**src/design/correlator_pkg.sv**
```systemverilog
`default_nettype none

package correlator_pkg;

   // ----------------------------------------------------------------------
   // Sizes
   // ----------------------------------------------------------------------
   localparam int NUM_ANT   = 4;
   localparam int NUM_PAIRS = 6;
   localparam int ACC_W     = 16;
   localparam int DATA_W    = 16;
   localparam int ADDR_W    = 5;
   localparam int CLOG_W    = 4;
   localparam int FRAME_W   = 8;

   // Sample counter wide enough for the largest frame
   localparam int CNT_W = 1 << CLOG_W;

   // Sine select bit inside a visibility address
   localparam int VIS_SIN_BIT = 3;

   // ----------------------------------------------------------------------
   // Types
   // ----------------------------------------------------------------------
   typedef logic [NUM_ANT-1:0]       ant_t;
   typedef logic signed [ACC_W-1:0]  vis_t;
   typedef logic [DATA_W-1:0]        data_t;
   typedef logic [ADDR_W-1:0]        addr_t;
   typedef logic [CLOG_W-1:0]        clog_t;
   typedef logic [FRAME_W-1:0]       frame_t;

   typedef enum logic {
      BUS_IDLE,
      BUS_ACK
   } bus_state_t;

   // 16 samples per frame out of reset
   localparam clog_t COUNT_LOG_RESET = 4'd4;

   // Address map
   localparam addr_t ADR_COS_BASE  = 5'd0;
   localparam addr_t ADR_SIN_BASE  = 5'd8;
   localparam addr_t ADR_COUNT_LOG = 5'd16;
   localparam addr_t ADR_STATUS    = 5'd17;

   // Antenna pair table, (0,1) (0,2) (0,3) (1,2) (1,3) (2,3)
   localparam int PAIR_A [NUM_PAIRS] = '{0, 0, 0, 1, 1, 2};
   localparam int PAIR_B [NUM_PAIRS] = '{1, 2, 3, 2, 3, 3};

endpackage

`default_nettype wire

```
**src/design/correlator_block.sv**
```systemverilog
`timescale 1ns/1ns
`default_nettype none

module correlator_block (
   input  wire                          clk_i,
   input  wire                          rst,
   input  wire                          en_i,
   input  wire correlator_pkg::ant_t    re_i,
   input  wire correlator_pkg::ant_t    im_i,
   input  wire correlator_pkg::clog_t   count_log_i,
   input  wire                          restart_i,
   output logic                         frame_done_o,
   output correlator_pkg::vis_t         cos_sums_o [correlator_pkg::NUM_PAIRS],
   output correlator_pkg::vis_t         sin_sums_o [correlator_pkg::NUM_PAIRS],
   output logic                         ovf_cos_o,
   output logic                         ovf_sin_o
);

   import correlator_pkg::*;

   // Running sums, one pair each
   vis_t acc_cos [NUM_PAIRS];
   vis_t acc_sin [NUM_PAIRS];

   // Per-pair step and widened sum
   logic signed [2:0] c_step [NUM_PAIRS];
   logic signed [2:0] s_step [NUM_PAIRS];
   logic [ACC_W:0]    c_sum [NUM_PAIRS];
   logic [ACC_W:0]    s_sum [NUM_PAIRS];
   logic [NUM_PAIRS-1:0] ovf_cos_p;
   logic [NUM_PAIRS-1:0] ovf_sin_p;

   // Frame counting
   logic [CNT_W-1:0] smp_cnt;
   logic [CNT_W-1:0] cnt_max;
   logic             take;
   logic             frame_last;

   // Sum of two +-1 terms, each given as 1 for +1
   function automatic logic signed [2:0] step(input logic p, input logic q);
      if (p && q)
         return 3'sd2;
      else if (!p && !q)
         return -3'sd2;
      return 3'sd0;
   endfunction

   // ----------------------------------------------------------------------
   // Products and sums
   // ----------------------------------------------------------------------
   always_comb begin
      for (int k = 0; k < NUM_PAIRS; k++) begin
         // cos: re_a*re_b + im_a*im_b
         c_step[k] = step(~(re_i[PAIR_A[k]] ^ re_i[PAIR_B[k]]),
                          ~(im_i[PAIR_A[k]] ^ im_i[PAIR_B[k]]));
         // sin: im_a*re_b - re_a*im_b, negated product is the xor
         s_step[k] = step(~(im_i[PAIR_A[k]] ^ re_i[PAIR_B[k]]),
                          re_i[PAIR_A[k]] ^ im_i[PAIR_B[k]]);
         // One guard bit on top
         c_sum[k] = {acc_cos[k][ACC_W-1], acc_cos[k]}
                  + {{(ACC_W-2){c_step[k][2]}}, c_step[k]};
         s_sum[k] = {acc_sin[k][ACC_W-1], acc_sin[k]}
                  + {{(ACC_W-2){s_step[k][2]}}, s_step[k]};
         cos_sums_o[k] = c_sum[k][ACC_W-1:0];
         sin_sums_o[k] = s_sum[k][ACC_W-1:0];
         // Guard and sign bits disagree on leaving the range
         ovf_cos_p[k] = c_sum[k][ACC_W] ^ c_sum[k][ACC_W-1];
         ovf_sin_p[k] = s_sum[k][ACC_W] ^ s_sum[k][ACC_W-1];
      end
   end

   // 2^count_log - 1
   assign cnt_max = ~({CNT_W{1'b1}} << count_log_i);

   // Sample dropped on restart
   assign take       = en_i && !restart_i;
   assign frame_last = take && (smp_cnt == cnt_max);

   assign frame_done_o = frame_last;
   assign ovf_cos_o    = take && (|ovf_cos_p);
   assign ovf_sin_o    = take && (|ovf_sin_p);

   // ----------------------------------------------------------------------
   // Accumulators and sample counter
   // ----------------------------------------------------------------------
   always_ff @(posedge clk_i) begin
      if (rst || restart_i) begin
         smp_cnt <= '0;
         for (int k = 0; k < NUM_PAIRS; k++) begin
            acc_cos[k] <= '0;
            acc_sin[k] <= '0;
         end
      end else if (take) begin
         if (frame_last) begin
            // Sums leave through the outputs, start over
            smp_cnt <= '0;
            for (int k = 0; k < NUM_PAIRS; k++) begin
               acc_cos[k] <= '0;
               acc_sin[k] <= '0;
            end
         end else begin
            smp_cnt <= smp_cnt + 1'b1;
            // Wraps on overflow
            for (int k = 0; k < NUM_PAIRS; k++) begin
               acc_cos[k] <= c_sum[k][ACC_W-1:0];
               acc_sin[k] <= s_sum[k][ACC_W-1:0];
            end
         end
      end
   end

endmodule

`default_nettype wire

```
**src/design/visibility_bank.sv**
```systemverilog
`timescale 1ns/1ns
`default_nettype none

module visibility_bank (
   input  wire                          clk_i,
   input  wire                          rst,
   input  wire                          frame_done_i,
   input  wire correlator_pkg::vis_t    cos_sums_i [correlator_pkg::NUM_PAIRS],
   input  wire correlator_pkg::vis_t    sin_sums_i [correlator_pkg::NUM_PAIRS],
   input  wire correlator_pkg::addr_t   vis_addr_i,
   output correlator_pkg::vis_t         vis_rd_o,
   output correlator_pkg::frame_t       frame_count_o
);

   import correlator_pkg::*;

   // Last completed frame
   vis_t cos_bank [NUM_PAIRS];
   vis_t sin_bank [NUM_PAIRS];

   // Address fields
   logic [VIS_SIN_BIT-1:0] pair_idx;
   logic                   sin_sel;
   logic                   in_range;

   // ----------------------------------------------------------------------
   // Capture on frame end
   // ----------------------------------------------------------------------
   always_ff @(posedge clk_i) begin
      if (rst) begin
         frame_count_o <= '0;
         for (int k = 0; k < NUM_PAIRS; k++) begin
            cos_bank[k] <= '0;
            sin_bank[k] <= '0;
         end
      end else if (frame_done_i) begin
         // 8-bit wrap
         frame_count_o <= frame_count_o + 1'b1;
         for (int k = 0; k < NUM_PAIRS; k++) begin
            cos_bank[k] <= cos_sums_i[k];
            sin_bank[k] <= sin_sums_i[k];
         end
      end
   end

   // ----------------------------------------------------------------------
   // Read port
   // ----------------------------------------------------------------------
   assign pair_idx = vis_addr_i[VIS_SIN_BIT-1:0];
   assign sin_sel  = vis_addr_i[VIS_SIN_BIT];
   assign in_range = (vis_addr_i[ADDR_W-1:VIS_SIN_BIT+1] == '0) && (pair_idx < NUM_PAIRS);

   always_comb begin
      vis_rd_o = '0;
      // Pair 6 and 7 read zero
      if (in_range) begin
         if (sin_sel)
            vis_rd_o = sin_bank[pair_idx];
         else
            vis_rd_o = cos_bank[pair_idx];
      end
   end

endmodule

`default_nettype wire

```
**src/design/correlator_regs.sv**
```systemverilog
`timescale 1ns/1ns
`default_nettype none

module correlator_regs (
   input  wire                          clk_i,
   input  wire                          rst,
   input  wire                          reg_we_i,
   input  wire                          reg_sel_i,
   input  wire correlator_pkg::data_t   wr_data_i,
   input  wire                          ovf_cos_i,
   input  wire                          ovf_sin_i,
   input  wire correlator_pkg::frame_t  frame_count_i,
   output correlator_pkg::clog_t        count_log_o,
   output logic                         restart_o,
   output correlator_pkg::data_t        status_o,
   output logic                         overflow_cos_o,
   output logic                         overflow_sin_o
);

   import correlator_pkg::*;

   // Write strobes per register
   logic cnt_wr;
   logic sts_wr;

   assign cnt_wr = reg_we_i && !reg_sel_i;
   assign sts_wr = reg_we_i && reg_sel_i;

   // Clears the core at the same edge as the write
   assign restart_o = cnt_wr;

   // ----------------------------------------------------------------------
   // count_log and overflow flags
   // ----------------------------------------------------------------------
   always_ff @(posedge clk_i) begin
      if (rst) begin
         count_log_o    <= COUNT_LOG_RESET;
         overflow_cos_o <= 1'b0;
         overflow_sin_o <= 1'b0;
      end else begin
         if (cnt_wr)
            count_log_o <= wr_data_i[CLOG_W-1:0];
         // New overflow beats the clear
         if (ovf_cos_i)
            overflow_cos_o <= 1'b1;
         else if (sts_wr)
            overflow_cos_o <= 1'b0;
         if (ovf_sin_i)
            overflow_sin_o <= 1'b1;
         else if (sts_wr)
            overflow_sin_o <= 1'b0;
      end
   end

   // Frame count high, flags low
   assign status_o = {frame_count_i, {(DATA_W-FRAME_W-2){1'b0}}, overflow_sin_o, overflow_cos_o};

endmodule

`default_nettype wire

```
**src/design/bus_interface.sv**
```systemverilog
`timescale 1ns/1ns
`default_nettype none

module bus_interface (
   input  wire                          clk_i,
   input  wire                          rst,
   input  wire                          cyc_i,
   input  wire                          stb_i,
   input  wire                          we_i,
   input  wire correlator_pkg::addr_t   adr_i,
   input  wire correlator_pkg::data_t   dat_i,
   output logic                         ack_o,
   output correlator_pkg::data_t        dat_o,
   output logic                         reg_we_o,
   output logic                         reg_sel_o,
   output correlator_pkg::data_t        wr_data_o,
   output correlator_pkg::addr_t        vis_addr_o,
   input  wire correlator_pkg::vis_t    vis_rd_i,
   input  wire correlator_pkg::clog_t   count_log_i,
   input  wire correlator_pkg::data_t   status_i
);

   import correlator_pkg::*;

   bus_state_t state;
   logic       start;

   // Decode
   addr_t cos_off;
   addr_t sin_off;
   logic  cos_hit;
   logic  sin_hit;
   logic  cnt_hit;
   logic  sts_hit;
   data_t rd_word;

   // ----------------------------------------------------------------------
   // Address map
   // ----------------------------------------------------------------------
   // Offsets wrap below the base, so one compare covers the range
   assign cos_off = adr_i - ADR_COS_BASE;
   assign sin_off = adr_i - ADR_SIN_BASE;
   assign cos_hit = (cos_off < NUM_PAIRS);
   assign sin_hit = (sin_off < NUM_PAIRS);
   assign cnt_hit = (adr_i == ADR_COUNT_LOG);
   assign sts_hit = (adr_i == ADR_STATUS);

   always_comb begin
      vis_addr_o = '0;
      if (sin_hit) begin
         vis_addr_o = sin_off;
         vis_addr_o[VIS_SIN_BIT] = 1'b1;
      end else if (cos_hit) begin
         vis_addr_o = cos_off;
      end
   end

   // Read mux, unmapped reads zero
   always_comb begin
      rd_word = '0;
      if (cos_hit || sin_hit)
         rd_word = data_t'(vis_rd_i);
      else if (cnt_hit)
         rd_word = data_t'(count_log_i);
      else if (sts_hit)
         rd_word = status_i;
   end

   // ----------------------------------------------------------------------
   // Handshake
   // ----------------------------------------------------------------------
   assign ack_o = (state == BUS_ACK);
   assign start = cyc_i && stb_i && !ack_o;

   always_ff @(posedge clk_i) begin
      if (rst)
         state <= BUS_IDLE;
      else begin
         case (state)
            BUS_IDLE: if (start) state <= BUS_ACK;
            BUS_ACK:  state <= BUS_IDLE;
         endcase
      end
   end

   // Read data lines up with ack
   always_ff @(posedge clk_i) begin
      if (start)
         dat_o <= rd_word;
   end

   // Register writes land on the edge that raises ack
   assign reg_we_o  = start && we_i && (cnt_hit || sts_hit);
   assign reg_sel_o = sts_hit;
   assign wr_data_o = dat_i;

endmodule

`default_nettype wire

```
**src/design/tart_correlator.sv**
```systemverilog
`timescale 1ns/1ns
`default_nettype none

module tart_correlator (
   input  wire                          clk_i,
   input  wire                          rst,
   // Bus
   input  wire                          cyc_i,
   input  wire                          stb_i,
   input  wire                          we_i,
   input  wire correlator_pkg::addr_t   adr_i,
   input  wire correlator_pkg::data_t   dat_i,
   output logic                         ack_o,
   output correlator_pkg::data_t        dat_o,
   // Samples
   input  wire                          en_i,
   input  wire correlator_pkg::ant_t    re_i,
   input  wire correlator_pkg::ant_t    im_i,
   // Sticky flags
   output logic                         overflow_cos_o,
   output logic                         overflow_sin_o
);

   import correlator_pkg::*;

   // ----------------------------------------------------------------------
   // Interconnect
   // ----------------------------------------------------------------------
   logic   reg_we;
   logic   reg_sel;
   data_t  wr_data;
   addr_t  vis_addr;
   vis_t   vis_rd;
   clog_t  count_log;
   data_t  status;
   logic   restart;
   logic   ovf_cos;
   logic   ovf_sin;
   logic   frame_done;
   frame_t frame_count;
   vis_t   cos_sums [NUM_PAIRS];
   vis_t   sin_sums [NUM_PAIRS];

   bus_interface u_bus (
      .clk_i       (clk_i),
      .rst         (rst),
      .cyc_i       (cyc_i),
      .stb_i       (stb_i),
      .we_i        (we_i),
      .adr_i       (adr_i),
      .dat_i       (dat_i),
      .ack_o       (ack_o),
      .dat_o       (dat_o),
      .reg_we_o    (reg_we),
      .reg_sel_o   (reg_sel),
      .wr_data_o   (wr_data),
      .vis_addr_o  (vis_addr),
      .vis_rd_i    (vis_rd),
      .count_log_i (count_log),
      .status_i    (status)
   );

   // Registers steer the core
   correlator_regs u_regs (
      .clk_i          (clk_i),
      .rst            (rst),
      .reg_we_i       (reg_we),
      .reg_sel_i      (reg_sel),
      .wr_data_i      (wr_data),
      .ovf_cos_i      (ovf_cos),
      .ovf_sin_i      (ovf_sin),
      .frame_count_i  (frame_count),
      .count_log_o    (count_log),
      .restart_o      (restart),
      .status_o       (status),
      .overflow_cos_o (overflow_cos_o),
      .overflow_sin_o (overflow_sin_o)
   );

   correlator_block u_core (
      .clk_i        (clk_i),
      .rst          (rst),
      .en_i         (en_i),
      .re_i         (re_i),
      .im_i         (im_i),
      .count_log_i  (count_log),
      .restart_i    (restart),
      .frame_done_o (frame_done),
      .cos_sums_o   (cos_sums),
      .sin_sums_o   (sin_sums),
      .ovf_cos_o    (ovf_cos),
      .ovf_sin_o    (ovf_sin)
   );

   visibility_bank u_bank (
      .clk_i         (clk_i),
      .rst           (rst),
      .frame_done_i  (frame_done),
      .cos_sums_i    (cos_sums),
      .sin_sums_i    (sin_sums),
      .vis_addr_i    (vis_addr),
      .vis_rd_o      (vis_rd),
      .frame_count_o (frame_count)
   );

endmodule

`default_nettype wire

```
**config.mk**
```make
export PLATFORM = sky130hd
export DESIGN_NAME = tart_correlator
export DESIGN_NICKNAME = d
export VERILOG_FILES = /design/src/design/correlator_pkg.sv /design/src/design/correlator_block.sv /design/src/design/visibility_bank.sv /design/src/design/correlator_regs.sv /design/src/design/bus_interface.sv /design/src/design/tart_correlator.sv
export SDC_FILE = /design/constraint.sdc
export NUM_CORES = 1
export LEC_CHECK = 0
export BUFFER_PORTS_ARGS = -buffer_cell sky130_fd_sc_hd__buf_2
export CORE_MARGIN = 2
export CORE_UTILIZATION = 28
export DETAILED_ROUTE_END_ITERATION = 16
export PLACE_DENSITY = 0.49
export SLEW_MARGIN = 15
export SYNTH_ARGS = -nofsm -noshare
export SYNTH_HDL_FRONTEND = slang
export SYNTH_HIERARCHICAL = 1
export SYNTH_SLANG_ARGS = --single-unit
```
**constraint.sdc**
```tcl
create_clock -name clk_i -period 19.75 [get_ports clk_i]
set_input_delay 5.925 -clock clk_i [delete_from_list [all_inputs] [get_ports clk_i]]
set_output_delay 5.925 -clock clk_i [all_outputs]
set_load 0.05 [all_outputs]
```
==> summary.md <==
| Metric | Value |
|---|---|
| Period utilization | 0.4978 |
| Number of diodes | 0 |
| CP Buf/Inv Count | 2 |
| Number of gates resized after CTS | 0 |
| Vias in the first global route | 19659 |
| Post-route ant nets | 0 |
| Layout cells sized above 1 | 0.08023 |
| Row count | 118 |
| Final GP Congestion | 0.8150 |
| DRT iter0 DRCs | 1933 |
| Clock period minus worst slack | 9.832 ns |
| FILL cells | 10762 |
| Skew final | 0.04185 ns |
| Final Instance Area | 31950 um^2 |
| GRT Overall Usage | 0.1414 |
| Syn avg cell area | 9.637 um^2 |
| H-tree depth | 2 |
| VDD IR max | 53.54 uV |
| Inst Count DP | 4211 |
| RSZ-0062 raised after global routing | no |
| Initial antenna violation count | 1 |
| Worst Setup SP | im_i[0] |
| Fin. max-slew vios | 0 |
| CP cell instances | buf_2 -> xor2_1 -> ha_1 -> buf_4 -> xor2_1 -> ha_1 -> nor3b_1 -> o21ai_0 -> a21oi_1 -> o31ai_1 -> o21ai_0 -> xor2_1 -> nor3_1 -> a41oi_1 -> o21ba_2 |
| Outcome | finished, final reports clean |
| IO Pins | 54 |
| Fmax | 0.1017 GHz |
| CP endpoint kind | flop |
| Cell count after synthesis | 3035 |
| Final core utilization | 0.3087 |
| Final setup violation count | 0 |
| Worst-path clk slew | 0.06 ns |
| Nets@finish | 2986 |
| Static leakage | 11.73 nW |
| First-pass DRT Iterations | 8 |
| DR WL/cell | 17.99 um |
| Critical path's top delay family | compound AO/OA/AOI/OAI gates |
| Clk sinks | 419 |
| Min-delay src | u_bus/ack_o$_SDFF_PP0_ |
| Most numerous cell on the critical path | xor2_1 |
| Via count | 21480 |
| Synth Warn # | 6 |
| WL final | 77.53 mm |
| IO buf count | 41 |
| Hold Vio Cnt, Final | 0 |
| Slowest cell delay on critical path | 0.46 ns |
| Worst setup margin | 9.918 ns |
| Total CTS buffers | 54 |
| Number of remaining DRC errors | 0 |
| DP Worst Slack | 9.287 ns |
| Max cap viols | 0 |
| Die Footprint | 107100 um^2 |
| Final Non-Filler Cells | 4309 |
| Max transition margin | 0.2667 |
| Gr ovfl total | 0 |
| Placed wire-length estimate | 51.54 mm |
| Worst min path class | flop to flop |
| CP Data Arrival Time | 10.37 ns |
| DP Area | 30140 um^2 |
| Core area | 103500 um^2 |
| CP Launch Type | input port |
| Largest net degree at the start of global routing | 150 |
| First-pass GRT wire length | 120.3 mm |
| Total power | 2.755 mW |
| Die Y | 327.2 um |
| Crit path kind | input port to flop |
| Worst-Skew Late Latency | 0.64 ns |
| Root Driver | clkbuf_16 |
| CTS tree | built |
| CP Max Fanout | 41 |
| Pwr Density | 86.22 nW/um^2 |
| Area grow syn2layout | 9.240% |
| Hold slack | 0.4629 ns |
| Setup tns final | 0 ns |
| Clk buf depth | 3 |
| RR Startpoint | u_regs/count_log_o[1]$_SDFFE_PP0P_ |
| # hold bufs at CTS | 0 |
| Initial Util | 0.2826 |
| Post-CTS setup buffer count | 0 |
| WP data required | 20.29 ns |
| Die width | 327.2 um |
| Worst Max-Slew Pin Slew | 1.095 ns |
| Cell Area, Synth | 29250 um^2 |
| Vias per cell | 4.985 |
| Critical path's slowest cell | o31ai_1 |
[worst register-to-register path: stages, from the launching register on]
cell      delay [ns]
dfxtp_1         0.68
xor2_1          0.20
a21boi_1        0.08
o32a_1          0.36
o41ai_2         0.32
nand4_2         0.26
nor2_1          0.56
nor2b_4         0.25
buf_4           0.67
buf_4           0.85
and2_1          0.34
[placed cells by master (no fill, tap or decap), types with 54 or more instances in the layout]
cell type  instances
o21ai_0          202
edfxtp_1         388
inv_1             54
a21oi_1          140
clkbuf_16         54
nand2_1          201
xor2_1           118
nor3_1            57
ha_1              64
mux2i_1           80
and2_1           376
nor2_1           159
xnor2_1          186
[report_power, final]
part / internal [mW] / switching, mW / leakage (nW) / total [mW]
combinational: 0.243 / 0.363 / 6.47 / 0.606
clock: 0.600 / 0.412 / 0.890 / 1.01
sequential: 1.04 / 0.0930 / 4.38 / 1.14
[sequential cells by signal, indices dropped and copies added (netlist names)]
name / count
u_bank/cos_bank: 96
u_bank/sin_bank: 96
u_core/acc_cos: 90
u_core/acc_sin: 90
u_bus/dat_o: 16
u_core/smp_cnt: 16
u_bank/frame_count_o: 8
u_regs/count_log_o: 4
u_bus/ack_o: 1
u_regs/overflow_cos_o: 1
u_regs/overflow_sin_o: 1
[area by class of cell]
type,count,area (um^2),area share
multi-input combinational,2284,15490,0.4847
sequential,419,12270,0.3841
tap,1380,1727,0.05404
clock buffer,61,1398,0.04374
timing repair buffer,69,427.9,0.01339
clock inverter,37,417.9,0.01308
inverter,59,221.5,0.006931
[routing by layer]
metal  share of wire  GRT usage  wire length (um)
met5               0          0                 0
met1            0.49     0.2081             38240
met3           0.042    0.01883              3231
met4           0.023    0.03750              1792
met2            0.44     0.2167             34270
[worst paths after layout]
path,end,slack [ns],cells after the start
worst max-delay path,u_regs/overflow_sin_o$_SDFFE_PP0P_,9.92,15
worst min-delay path,u_bus/ack_o$_SDFF_PP0_,0.46,1
worst max register to register,u_bank/cos_bank[0][1]$_SDFFCE_PN0P_,15.01,10
worst min register to register,u_bus/ack_o$_SDFF_PP0_,0.46,1
Power figures use the tool's default switching activity.
